## src/rtl/rv32i_params.svh

```systemverilog
`ifndef RV32I_PARAMS_SVH
`define RV32I_PARAMS_SVH

// Datapath word
`define RV32I_XLEN 32

// Architectural register index for 32 registers
`define RV32I_RIDX_W 5

`endif

```

## src/rtl/rv32i_pkg.sv

```systemverilog
`include "rv32i_params.svh"

package rv32i_pkg;

    typedef logic [`RV32I_XLEN-1:0]   rv32i_word;
    typedef logic [`RV32I_RIDX_W-1:0] rv32i_reg;

    typedef enum logic [2:0] {
        alu_add = 3'b000,
        alu_sll = 3'b001,
        alu_sra = 3'b010,
        alu_sub = 3'b011,
        alu_xor = 3'b100,
        alu_srl = 3'b101,
        alu_or  = 3'b110,
        alu_and = 3'b111
    } alu_ops_t;

    // Same codes as funct3
    typedef enum logic [2:0] {
        beq  = 3'b000,
        bne  = 3'b001,
        blt  = 3'b100,
        bge  = 3'b101,
        bltu = 3'b110,
        bgeu = 3'b111
    } branch_funct3_t;

    typedef enum logic {
        alumux1_rs1_out = 1'b0,
        alumux1_pc_out  = 1'b1
    } alumux1_sel_t;

    typedef enum logic [2:0] {
        alumux2_i_imm   = 3'd0,
        alumux2_u_imm   = 3'd1,
        alumux2_b_imm   = 3'd2,
        alumux2_s_imm   = 3'd3,
        alumux2_j_imm   = 3'd4,
        alumux2_rs2_out = 3'd5
    } alumux2_sel_t;

    typedef enum logic {
        cmpmux_rs2_out = 1'b0,
        cmpmux_i_imm   = 1'b1
    } cmpmux_sel_t;

    typedef enum logic [1:0] {
        fw_from_idex  = 2'd0,
        fw_from_exmem = 2'd1,
        fw_from_memwb = 2'd2
    } forward_t;

    typedef enum logic [1:0] {
        wb_alu_out  = 2'd0,
        wb_br_en    = 2'd1, // slt and sltu land here
        wb_pc_plus4 = 2'd2,
        wb_u_imm    = 2'd3
    } wb_sel_t;

    typedef struct packed {
        alu_ops_t       aluop;
        branch_funct3_t cmpop;
        alumux1_sel_t   alumux1_sel;
        alumux2_sel_t   alumux2_sel;
        cmpmux_sel_t    cmpmux_sel;
        wb_sel_t        wb_sel;
        logic           load_regfile;
    } rv32i_ctrl_packet_t;

    typedef struct packed {
        forward_t alumux1_fw;
        forward_t alumux2_fw;
        forward_t cmp_fw;
    } rv32i_fw_t;

    typedef struct packed {
        rv32i_word i_imm;
        rv32i_word u_imm;
        rv32i_word b_imm;
        rv32i_word s_imm;
        rv32i_word j_imm;
        rv32i_reg  rs1;
        rv32i_reg  rs2;
        rv32i_reg  rd;
    } rv32i_inst_t;

    typedef struct packed {
        rv32i_word pc;
        rv32i_word rs1_out;
        rv32i_word rs2_out;
        rv32i_word alu_out; // Filled in by EX
        logic      br_en;
    } rv32i_data_t;

    typedef struct packed {
        logic               valid;
        rv32i_ctrl_packet_t ctrl;
        rv32i_inst_t        inst;
        rv32i_data_t        data;
    } rv32i_packet_t;

    typedef struct packed {
        logic      valid;
        rv32i_reg  rd;
        logic      load_regfile;
        rv32i_word wb_data;
        rv32i_word alu_out;
        logic      br_en;
    } rv32i_wb_t;

endpackage

```

## src/rtl/alu.sv

```systemverilog
module alu (
    input  rv32i_pkg::alu_ops_t  aluop,
    input  rv32i_pkg::rv32i_word a,
    input  rv32i_pkg::rv32i_word b,
    output rv32i_pkg::rv32i_word f
);
    import rv32i_pkg::*;

    logic [4:0] shamt;

    assign shamt = b[4:0];  // RV32I shifts use five bits only

    always_comb begin
        unique case (aluop)
            alu_add: f = a + b;
            alu_sub: f = a - b;
            alu_sll: f = a << shamt;
            alu_srl: f = a >> shamt;
            alu_sra: f = rv32i_word'($signed(a) >>> shamt);
            alu_xor: f = a ^ b;
            alu_or:  f = a | b;
            alu_and: f = a & b;
            default: f = '0;
        endcase
    end

endmodule

```

## src/rtl/cmp.sv

```systemverilog
module cmp (
    input  rv32i_pkg::branch_funct3_t cmpop,
    input  rv32i_pkg::rv32i_word      a,
    input  rv32i_pkg::rv32i_word      b,
    output logic                      br_en
);
    import rv32i_pkg::*;

    logic eq;
    logic lt_s;
    logic lt_u;

    assign eq   = (a == b);
    assign lt_s = ($signed(a) < $signed(b));
    assign lt_u = (a < b);

    always_comb begin
        unique case (cmpop)
            beq:     br_en = eq;
            bne:     br_en = !eq;
            blt:     br_en = lt_s;  // Also slt
            bge:     br_en = !lt_s;
            bltu:    br_en = lt_u;  // Also sltu
            bgeu:    br_en = !lt_u;
            default: br_en = 1'b0;
        endcase
    end

endmodule

```

## src/rtl/forward_unit.sv

```systemverilog
module forward_unit (
    input  rv32i_pkg::rv32i_inst_t        idex_inst,
    input  rv32i_pkg::rv32i_ctrl_packet_t idex_ctrl,
    input  rv32i_pkg::rv32i_reg           exmem_rd,
    input  rv32i_pkg::rv32i_reg           memwb_rd,
    input  logic                          exmem_wr,
    input  logic                          memwb_wr,
    output rv32i_pkg::rv32i_fw_t          fw
);
    import rv32i_pkg::*;

    logic rs1_alu_used;
    logic rs2_alu_used;
    logic rs2_cmp_used;

    // Younger stage checked first
    function automatic forward_t pick_source(input rv32i_reg rs, input logic used);
        forward_t src;
        src = fw_from_idex;
        if (used && rs != '0) begin
            if (exmem_wr && exmem_rd == rs) begin
                src = fw_from_exmem;
            end else if (memwb_wr && memwb_rd == rs) begin
                src = fw_from_memwb;
            end
        end
        return src;
    endfunction

    assign rs1_alu_used = (idex_ctrl.alumux1_sel == alumux1_rs1_out);
    assign rs2_alu_used = (idex_ctrl.alumux2_sel == alumux2_rs2_out);
    assign rs2_cmp_used = (idex_ctrl.cmpmux_sel == cmpmux_rs2_out);

    always_comb begin
        fw.alumux1_fw = pick_source(idex_inst.rs1, rs1_alu_used);
        fw.alumux2_fw = pick_source(idex_inst.rs2, rs2_alu_used);
        fw.cmp_fw     = pick_source(idex_inst.rs2, rs2_cmp_used);
    end

endmodule

```

## src/rtl/ex.sv

```systemverilog
module ex (
    input  rv32i_pkg::rv32i_packet_t ex_in,
    input  rv32i_pkg::rv32i_fw_t     fw,
    input  rv32i_pkg::rv32i_word     from_exmem,
    input  rv32i_pkg::rv32i_word     from_memwb,
    output rv32i_pkg::rv32i_packet_t ex_out
);
    import rv32i_pkg::*;

    rv32i_word alumux1_out;
    rv32i_word alumux2_out;
    rv32i_word cmp_a;
    rv32i_word cmpmux_out;
    rv32i_word alu_f;
    logic      br_en;

    alu i_alu (
        .aluop (ex_in.ctrl.aluop),
        .a     (alumux1_out),
        .b     (alumux2_out),
        .f     (alu_f)
    );

    cmp i_cmp (
        .cmpop (ex_in.ctrl.cmpop),
        .a     (cmp_a),
        .b     (cmpmux_out),
        .br_en (br_en)
    );

    // A forwarded value overrides the local select
    always_comb begin
        unique case (fw.alumux1_fw)
            fw_from_idex: begin
                unique case (ex_in.ctrl.alumux1_sel)
                    alumux1_rs1_out: alumux1_out = ex_in.data.rs1_out;
                    alumux1_pc_out:  alumux1_out = ex_in.data.pc;
                    default:         alumux1_out = '0;
                endcase
            end
            fw_from_exmem: alumux1_out = from_exmem;
            fw_from_memwb: alumux1_out = from_memwb;
            default:       alumux1_out = '0;
        endcase
    end

    always_comb begin
        unique case (fw.alumux2_fw)
            fw_from_idex: begin
                unique case (ex_in.ctrl.alumux2_sel)
                    alumux2_i_imm:   alumux2_out = ex_in.inst.i_imm;
                    alumux2_u_imm:   alumux2_out = ex_in.inst.u_imm;
                    alumux2_b_imm:   alumux2_out = ex_in.inst.b_imm;
                    alumux2_s_imm:   alumux2_out = ex_in.inst.s_imm;
                    alumux2_j_imm:   alumux2_out = ex_in.inst.j_imm;
                    alumux2_rs2_out: alumux2_out = ex_in.data.rs2_out;
                    default:         alumux2_out = '0;
                endcase
            end
            fw_from_exmem: alumux2_out = from_exmem;
            fw_from_memwb: alumux2_out = from_memwb;
            default:       alumux2_out = '0;
        endcase
    end

    always_comb begin
        unique case (fw.cmp_fw)
            fw_from_idex: begin
                unique case (ex_in.ctrl.cmpmux_sel)
                    cmpmux_rs2_out: cmpmux_out = ex_in.data.rs2_out;
                    cmpmux_i_imm:   cmpmux_out = ex_in.inst.i_imm;
                    default:        cmpmux_out = '0;
                endcase
            end
            fw_from_exmem: cmpmux_out = from_exmem;
            fw_from_memwb: cmpmux_out = from_memwb;
            default:       cmpmux_out = '0;
        endcase
    end

    // Compare rs1 shares the operand 1 path only when that path carries rs1
    assign cmp_a = (ex_in.ctrl.alumux1_sel == alumux1_rs1_out) ? alumux1_out
                                                                : ex_in.data.rs1_out;

    always_comb begin
        ex_out              = ex_in;
        ex_out.data.alu_out = alu_f;
        ex_out.data.br_en   = br_en;
    end

endmodule

```

## src/rtl/pipe_regs.sv

```systemverilog
module pipe_regs (
    input  logic                     clk,
    input  logic                     arst_n,
    input  rv32i_pkg::rv32i_packet_t id_in,
    input  rv32i_pkg::rv32i_packet_t ex_out,
    output rv32i_pkg::rv32i_packet_t idex,
    output rv32i_pkg::rv32i_reg      exmem_rd,
    output rv32i_pkg::rv32i_reg      memwb_rd,
    output logic                     exmem_wr,
    output logic                     memwb_wr,
    output rv32i_pkg::rv32i_word     from_exmem,
    output rv32i_pkg::rv32i_word     from_memwb,
    output rv32i_pkg::rv32i_wb_t     wb_out
);
    import rv32i_pkg::*;

    logic               idex_vld;
    logic               exmem_vld;
    logic               memwb_vld;
    rv32i_ctrl_packet_t idex_ctrl;
    rv32i_inst_t        idex_inst;
    rv32i_data_t        idex_data;
    rv32i_ctrl_packet_t exmem_ctrl;
    rv32i_inst_t        exmem_inst;
    rv32i_data_t        exmem_data;
    rv32i_word          pc_plus4;
    rv32i_word          exmem_wb_data;
    logic               memwb_load;
    rv32i_word          memwb_data;
    rv32i_word          memwb_alu;
    logic               memwb_br;

    always_ff @(posedge clk or negedge arst_n) begin
        if (!arst_n) begin
            idex_vld  <= 1'b0;
            exmem_vld <= 1'b0;
            memwb_vld <= 1'b0;
        end else begin
            idex_vld  <= id_in.valid;
            exmem_vld <= ex_out.valid;
            memwb_vld <= exmem_vld;
        end
    end

    always_ff @(posedge clk) begin
        idex_ctrl  <= id_in.ctrl;
        idex_inst  <= id_in.inst;
        idex_data  <= id_in.data;
        exmem_ctrl <= ex_out.ctrl;
        exmem_inst <= ex_out.inst;
        exmem_data <= ex_out.data;
        memwb_rd   <= exmem_inst.rd;
        memwb_load <= exmem_ctrl.load_regfile;
        memwb_data <= exmem_wb_data;
        memwb_alu  <= exmem_data.alu_out;
        memwb_br   <= exmem_data.br_en;
    end

    assign idex = '{valid: idex_vld, ctrl: idex_ctrl, inst: idex_inst, data: idex_data};

    assign pc_plus4 = exmem_data.pc + rv32i_word'(4);

    // Writeback value picked in MEM so EX/MEM can forward it
    always_comb begin
        unique case (exmem_ctrl.wb_sel)
            wb_alu_out:  exmem_wb_data = exmem_data.alu_out;
            wb_br_en:    exmem_wb_data = rv32i_word'(exmem_data.br_en);
            wb_pc_plus4: exmem_wb_data = pc_plus4;
            wb_u_imm:    exmem_wb_data = exmem_inst.u_imm;
            default:     exmem_wb_data = '0;
        endcase
    end

    assign exmem_rd   = exmem_inst.rd;
    assign exmem_wr   = exmem_vld & exmem_ctrl.load_regfile;
    assign memwb_wr   = memwb_vld & memwb_load;
    assign from_exmem = exmem_wb_data;
    assign from_memwb = memwb_data;

    // Bubbles never show a register write
    assign wb_out = '{valid:        memwb_vld,
                      rd:           memwb_rd,
                      load_regfile: memwb_wr,
                      wb_data:      memwb_data,
                      alu_out:      memwb_alu,
                      br_en:        memwb_br};

endmodule

```

## src/rtl/exec_pipe.sv

```systemverilog
module exec_pipe (
    input  logic                     clk,
    input  logic                     arst_n,
    input  rv32i_pkg::rv32i_packet_t id_in,
    output rv32i_pkg::rv32i_wb_t     wb_out
);
    import rv32i_pkg::*;

    rv32i_packet_t idex;
    rv32i_packet_t ex_out;
    rv32i_fw_t     fw;
    rv32i_reg      exmem_rd;
    rv32i_reg      memwb_rd;
    logic          exmem_wr;
    logic          memwb_wr;
    rv32i_word     from_exmem;
    rv32i_word     from_memwb;

    // ID/EX, EX/MEM and MEM/WB
    pipe_regs i_pipe_regs (
        .clk        (clk),
        .arst_n     (arst_n),
        .id_in      (id_in),
        .ex_out     (ex_out),
        .idex       (idex),
        .exmem_rd   (exmem_rd),
        .memwb_rd   (memwb_rd),
        .exmem_wr   (exmem_wr),
        .memwb_wr   (memwb_wr),
        .from_exmem (from_exmem),
        .from_memwb (from_memwb),
        .wb_out     (wb_out)
    );

    forward_unit i_forward_unit (
        .idex_inst (idex.inst),
        .idex_ctrl (idex.ctrl),
        .exmem_rd  (exmem_rd),
        .memwb_rd  (memwb_rd),
        .exmem_wr  (exmem_wr),
        .memwb_wr  (memwb_wr),
        .fw        (fw)
    );

    ex i_ex (
        .ex_in      (idex),
        .fw         (fw),
        .from_exmem (from_exmem),
        .from_memwb (from_memwb),
        .ex_out     (ex_out)
    );

endmodule

```

## config.mk

```make
export PLATFORM = sky130hd
export DESIGN_NAME = exec_pipe
export DESIGN_NICKNAME = d
export VERILOG_FILES = /design/src/rtl/rv32i_pkg.sv /design/src/rtl/alu.sv /design/src/rtl/cmp.sv /design/src/rtl/forward_unit.sv /design/src/rtl/ex.sv /design/src/rtl/pipe_regs.sv /design/src/rtl/exec_pipe.sv
export VERILOG_INCLUDE_DIRS = /design/src /design/src/rtl
export SDC_FILE = /design/constraint.sdc
export NUM_CORES = 1
export LEC_CHECK = 0
export BUFFER_PORTS_ARGS = -buffer_cell sky130_fd_sc_hd__buf_2
export CELL_PAD_IN_SITES_DETAIL_PLACEMENT = 1
export CELL_PAD_IN_SITES_GLOBAL_PLACEMENT = 1
export CORE_MARGIN = 2
export CORE_UTILIZATION = 43
export DETAILED_ROUTE_END_ITERATION = 10
export PLACE_DENSITY = 0.88
export REMOVE_ABC_BUFFERS = 1
export SLEW_MARGIN = 20
export SYNTH_ARGS = -nofsm -noshare
export SYNTH_HDL_FRONTEND = slang
export SYNTH_SLANG_ARGS = --single-unit
```

## constraint.sdc

```tcl
create_clock -name clk -period 9.9 [get_ports clk]
set_clock_uncertainty 0.15 [all_clocks]
set_input_delay 0.495 -clock clk [delete_from_list [all_inputs] [get_ports clk]]
set_output_delay 0.495 -clock clk [all_outputs]
set_load 0.005 [all_outputs]
```

==> flow_summary.ini, run 1 <==
[outcome]
outcome = stopped before the end
failed_stage = global routing
tool.error = [ERROR GRT-0232] Routing congestion too high. Check the congestion heatmap in the GUI.

[floorplanning]
rows = 88
ioPinCount = 393
fp.dieW_um = 245
start_util_pct = 43.3
dieHeight_um = 245

[logic_synthesis]
synth_seq_cells = 464
synthArstFlopShare_pct = 0.647
yosysTopAreaCell = dfxtp_1
synth_fa_ha_area_share_pct = 6.62
synth-simple-area-share_pct = 14.3
syn-cell-area_sq_um = 24900
yosysWarnings = 0
yosysSeqAreaShare_pct = 37.4
synth_xor_area_share_pct = 2.96
avgSynthCellArea_sq_um = 8.86
synth_top_family_by_area = compound AO/OA/AOI/OAI gates
synth.top_cell.area_share_pct = 37.1
synth-compound-area-share_pct = 23.4
ys.flop_type = dfxtp_1
synth_edf_count = 0
synth_cells = 2806
synth_area_leaders = dfxtp_1 (37%), ha_1 (6.5%), mux2i_1 (5.2%), mux2_2 (4.9%), nand2_1 (4.0%)
synthMuxAreaShare_pct = 10.7
ys_types = 90

[place]
place_congestion = 0.972
hpwl_mm = 95.3
place_inst = 3808
placed_cell_area_sq_um = 27500
port_buffers = 359

[cts]
cts_buffer_depth = 3
clock-sinks = 464
h-tree-depth = 2
root_buffer = clkbuf_16
numCtsBuffers = 50

[grt]
grt.overflow.total = 108
antenna_found_initial = 40
grt_max_degree = 68
grt_usage_pct = 76.4
[through the flow]
stage | worst slack (ns) | hold slack, ns | utilization (%) | setup TNS, ns
floorplan | -1.05 | 0.0494 | - | -9.31
global placement | 2.53 | 0.139 | 47.8 | 0
detailed placement | 2.36 | 0.145 | 47.8 | 0
CTS | 2.30 | 0.0371 | 55.9 | 0
[cells by family after synthesis]
| group | count (synthesis) |
|---|---|
| adders and majority gates | 131 |
| DFF | 464 |
| muxes | 244 |
| buffers and inverters | 296 |
| AOI/OAI and AO/OA | 848 |
| and+or+nand+nor | 739 |
| xor gates and xnor gates | 84 |
[cell usage after synthesis, types with 29 or more instances]
cell type    n
nand4_1     36
inv_1       95
nor2_1     153
xnor2_1     68
nor3_1      57
ha_1       130
a22oi_1     89
mux2i_1    128
nand3_1     60
o221ai_1    59
o22ai_1     83
a21oi_1    118
clkbuf_1   149
dfxtp_1    461
o211ai_1    55
nand2b_1    31
a31oi_1     29
mux2_2     109
nand2_1    262
buf_1       31
o21ai_0    177
[repair_timing]
action,4_1_cts
resized for setup,0
setup buffers,0
hold buffers,287
hold endpoints to repair,289
[routing by layer]
metal,global-route usage [%],GRT overflow
met3,65.5,2
met1,76.2,3
met2,90.0,58
met4,73.6,44
met5,39.9,1
==> run 2, diff against run 1 <==
CELL_PAD_IN_SITES_DETAIL_PLACEMENT = default   (was 1)
CELL_PAD_IN_SITES_GLOBAL_PLACEMENT = default   (was 1)
CORE_UTILIZATION = 40   (was 43)
PLACE_DENSITY = default   (was 0.88)
PLACE_DENSITY_LB_ADDON = 0.15   (was default)
==> run 2 against run 1 <==
- the run now ends clean
- synthesized area did not move
- synthesized cell count stayed put
==> flow_summary.ini, run 2 <==
[sta]
max-slew-margin-rel_pct = 12.6
slew_viol_final = 0
period_share_pct = 78.6
rsz0062_at_grt = no
setup_viol = 0
period_needed_ns = 7.78
tightestPinTransition_ns = 1.30
finalHoldViolations = 0
max_freq_ghz = 0.129

[grt]
grt_pass1_wl_mm = 173
grt_usage_pct = 36.9
grt_max_degree = 56
antenna_found_initial = 3
first_global_vias = 25380
grt.overflow.total = 0

[floorplanning]
start_util_pct = 40.4
rows = 91
core_sq_um = 61600
dieHeight_um = 253
fp.dieW_um = 253
dieArea_sq_um = 64200
ioPinCount = 393

[final_layout]
areaGrowthSynthToFinish_pct = 29.9
final_common_cell = dfxtp_1
fin_nets = 3840
multi_input_area_sq_um = 14500
largest_reg_flops = 285
drive_gt1_share_pct = 20.4
fillers = 5541
design_area_sq_um = 32300
final_cell_mix = dfxtp_1 (455), buf_2 (360), dlygate4sd3_1 (287)
seqCellArea_sq_um = 9320

[detailed_routing]
drc_errors = 0
ant_nets = 0
wl_mm = 121
dr.pass1.iters = 6
drt-initial-drc-count = 2479
vias_per_cell = 6.03
post_drt_wl_per_cell_um = 28.4
routed-via-count = 25737

[cts]
clock-sinks = 464
cts_buffer_depth = 3
clk_pin_slew_ns = 0.06
cts_resized = 0
cts_setup_buffers = 0
h-tree-depth = 2
cts_tree = yes
numCtsBuffers = 52
root_buffer = clkbuf_16
clkLatencyLatePin_ns = 0.65

[power]
power.total_mw = 5.90
p_leak_nw = 13.8
powerDensity_nw_per_um2 = 182
peakVddDrop_mv = 0.150

[logic_synthesis]
yosysTopAreaCell = dfxtp_1
synth_seq_cells = 464
synth_edf_count = 0
yosysWarnings = 0
ys_types = 90
syn-cell-area_sq_um = 24900
synth_most_common_cell = dfxtp_1
avgSynthCellArea_sq_um = 8.86
yosysSeqAreaShare_pct = 37.4
ys.flop_type = dfxtp_1
synth.top_cell.area_share_pct = 37.1
synth_area_leaders = dfxtp_1 (37%), ha_1 (6.5%), mux2i_1 (5.2%), mux2_2 (4.9%), nand2_1 (4.0%)
synth_cells = 2806
synthArstFlopShare_pct = 0.647
yosys-top-cells-count = dfxtp_1 (461), nand2_1 (262), o21ai_0 (177), nor2_1 (153), clkbuf_1 (149)

[job]
maxCapViolCount = 0

[critical_path]
crit_family = compound AO/OA/AOI/OAI gates
worst_setup_path_end_kind = flop
crit_buf_inv = 0
slowest_stage = nor4_1
start_kind = flop
path_cells = xor2_1 -> nor4_1 -> nand2_1 -> a22oi_1 -> o21ai_0 -> or4_4 -> or4_4 -> or3b_4 -> o41a_4 -> xnor2_1 -> ha_1 -> a211oi_1 -> nand2_1 -> a21oi_1 -> a21oi_1 -> o21ai_0 -> o21ai_0 -> a221o_1 -> a31o_2 -> a31o_2 -> a211o_1 -> nand3_1
required_ns = 10.29
cp.arrival_ns = 8.18
slowest_delay_ns = 0.69
path_max_fanout = 15
crit_path_frequent_cell = o21ai_0
crit_type = reg -> reg

[place]
placed_cell_area_sq_um = 27600
hpwl_mm = 91.8
port_buffers = 359
place_congestion = 0.998

[outcome]
outcome = finished, final reports clean

[hold_path]
hp-class = in -> async
-- run 2: cell counts after synthesis --
No cell type changed its count.
-- run 2: worst paths after layout --
path / startpoint / endpoint / slack [ns] / cells after the start
min reg2reg: i_pipe_regs.idex[304] / i_pipe_regs.exmem_ctrl[0] / 0.18 / 0
min: arst_n / i_pipe_regs.memwb_vld / 0.04 / 2
max in group asynchronous: arst_n / i_pipe_regs.exmem_vld / 9.45 / 2
max: i_pipe_regs.memwb_rd[1] / i_pipe_regs.exmem_data[32] / 2.12 / 22
max reg2reg: i_pipe_regs.memwb_rd[1] / i_pipe_regs.exmem_data[32] / 2.12 / 22
min in group clk: i_pipe_regs.idex[304] / i_pipe_regs.exmem_ctrl[0] / 0.18 / 0
-- run 2: report_power, final --
group / switching (mW) / total [mW] / internal [mW]
Combinational: 0.983 / 1.62 / 0.638
Clock: 0.845 / 2.05 / 1.21
Sequential: 0.179 / 2.22 / 2.04
-- run 2: cell families after synthesis --
logic type | synth area share (%)
compound gates | 23.4
xor+xnor | 2.96
fa+ha+maj | 6.62
buf+inv | 4.59
flops | 37.4
mux | 10.7
simple gates | 14.3
-- run 2: final cells by class --
type,count,share of cell area (%)
clock buffer,70,4.55
inverter,97,1.13
timing repair buffer,727,16.3
tap,837,3.24
sequential,464,28.8
multi-input combinational,2046,44.8
clock inverter,25,1.07
antenna,1,0.00775
-- run 2: per-stage QoR --
stage               util [%]  TNS [ns]  std cells  worst slack [ns]  hold WS [ns]
global placement        44.8         0       3882              2.30         0.141
global route            52.4         0       4266              1.91        0.0367
finish                  52.4         0       4267              2.12        0.0361
detailed placement      44.8         0       3884              2.28         0.142
CTS                     52.4         0       4266              2.24        0.0183
floorplan                  -     -9.31       2607             -1.05        0.0494
-- run 2: what timing repair did --
item | CTS | global route
hold endpoints to repair | 289 | 0
setup endpoints to repair | 0 | 0
hold buffers | 287 | 0
-- run 2: metal layers --
layer	wire length (um)	up-vias	track usage [%]
li1	-	11632	-
met1	48700	12469	46.3
met2	56300	1344	60.6
met3	9620	292	6.83
met4	6620	0	18.1
met5	0	-	0
No activity file was read; power rests on OpenSTA's default activity.
==> run 3, diff against run 2 <==
clock period = 7.4 ns   (was 9.9 ns; I/O delays follow)
==> run 3 against run 2 <==
- maximum frequency is 11% higher
- worst setup slack worse by 1.7 ns
- cell count rose by 1.0%
- combinational power increased by 37%
- highest routed layer is now met5
==> flow_summary.ini, run 3 (synthesis results as in run 2) <==
[outcome]
outcome = finished, final reports clean

[grt]
grt.overflow.total = 0
grt_usage_pct = 37.8
grt_max_degree = 57
grt_pass1_wl_mm = 177
first_global_vias = 25568
antenna_found_initial = 3

[floorplanning]
start_util_pct = 40.4
dieArea_sq_um = 64200
rows = 91
dieHeight_um = 253
ioPinCount = 393
core_sq_um = 61600
fp.dieW_um = 253

[sta]
max-slew-margin-rel_pct = 19.9
tightestPinTransition_ns = 1.20
period_needed_ns = 6.98
max_freq_ghz = 0.143
slew_viol_final = 0
period_share_pct = 94.4
finalHoldViolations = 0
setup_viol = 0
rsz0062_at_grt = no

[critical_path]
crit_buf_inv = 0
r2r_setup_slack_ns = 0.42
cp_num_cells = 22
start_kind = flop
worstReg2RegStart = i_pipe_regs.idex[135]
crit_family = compound AO/OA/AOI/OAI gates
path_max_fanout = 15
slowest_delay_ns = 0.64
required_ns = 7.79
cp.arrival_ns = 7.38
slowest_stage = or4_4
ff2ff_path_depth = 22
reg2reg_to = i_pipe_regs.exmem_data[32]
path_cells = or4_4 -> o211a_4 -> and3_4 -> a22oi_1 -> o21ai_0 -> or4_4 -> or4_4 -> or3b_4 -> o41a_4 -> xnor2_1 -> ha_1 -> a211oi_1 -> nand2_1 -> a21oi_1 -> a21oi_1 -> o21ai_0 -> o21ai_0 -> a221o_1 -> a31o_2 -> a31o_2 -> a211o_1 -> nand3_1
worstSetupEndpoint = i_pipe_regs.exmem_data[32]
startpoint = i_pipe_regs.idex[135]
crit_type = reg -> reg
worst_setup_path_end_kind = flop

[cts]
clk_pin_slew_ns = 0.07
cts_buffer_depth = 3
h-tree-depth = 2
numCtsBuffers = 50
cts_setup_buffers = 0
clkLatencyLatePin_ns = 0.64
cts_tree = yes
root_buffer = clkbuf_16
clock-sinks = 464

[place]
place_congestion = 0.991
port_buffers = 359
place_inst = 3926
hpwl_mm = 94.5

[final_layout]
seqCellArea_sq_um = 9320
final_cell_mix = dfxtp_1 (455), buf_2 (359), dlygate4sd3_1 (288)
multi_input_area_sq_um = 14500
fin_util_pct = 52.9
final_common_cell = dfxtp_1
drive_gt1_share_pct = 21.5
fillers = 5554
largest_reg_flops = 285
areaGrowthSynthToFinish_pct = 31.1
final_cell_count_no_fill = 4311
fin_nets = 3881

[detailed_routing]
post_drt_wl_per_cell_um = 28.7
wl_mm = 124
vias_per_cell = 6.01
dr.pass1.iters = 8
ant_nets = 0
drt-initial-drc-count = 2419
routed-via-count = 25901
drc_errors = 0

[hold_path]
hp-class = reg -> reg
whs_path_depth = 0

[power]
power.total_mw = 7.93
peakVddDrop_mv = 0.210
p_leak_nw = 13.9
powerDensity_nw_per_um2 = 243

[job]
maxCapViolCount = 0
-- run 3: worst min-delay path by stage --
stage,startpoint,end,slack (ns)
detailed placement,arst_n,i_pipe_regs.memwb_vld,0.02
global route,i_pipe_regs.idex[133],i_pipe_regs.exmem_rd[4],0.19
finish,i_pipe_regs.idex[132],i_pipe_regs.exmem_rd[3],0.18
floorplan,arst_n,i_pipe_regs.exmem_vld,-0.08
CTS,i_pipe_regs.idex[132],i_pipe_regs.exmem_rd[3],0.18
global placement,arst_n,i_pipe_regs.memwb_vld,0.02
-- run 3: layout make-up --
cell class,count,area share (%)
Multi-Input combinational cell,2046,44.4
Tap cell,837,3.21
Clock inverter,37,1.39
Sequential cell,464,28.6
Antenna cell,3,0.0230
Inverter,97,1.12
Clock buffer,57,4.04
Timing Repair Buffer,770,17.2
-- run 3: power breakdown --
| group | switching [mW] | leakage [nW] | internal, mW |
|---|---|---|---|
| sequential | 0.247 | 3.92 | 2.73 |
| combinational | 1.33 | 9.14 | 0.884 |
| clock | 1.18 | 0.857 | 1.55 |
-- run 3: stage by stage --
stage | instance area [sq um] | worst slack, ns | hold WS [ns] | TNS (ns)
floorplan | 24100 | -3.55 | -0.0756 | -77.84
global placement | 27900 | 0.545 | 0.0161 | 0
detailed placement | 27900 | 0.565 | 0.0200 | 0
CTS | 32600 | 0.523 | 0.183 | 0
global route | 32600 | 0.216 | 0.190 | 0
finish | 32600 | 0.418 | 0.182 | 0
-- run 3: what timing repair did --
item,4_1_cts,5_1_grt
resized for setup,0,0
hold endpoints to repair,289,0
hold buffers,288,0
-- run 3: metal layers --
layer	part of all wire, %	track usage [%]	vias up	wire, um
li1	-	-	11708	-
met1	40	47.6	12492	49800
met2	47	62.6	1400	57800
met3	7.4	5.75	299	9180
met4	5.7	19.1	2	7120
met5	0.015	0	-	18
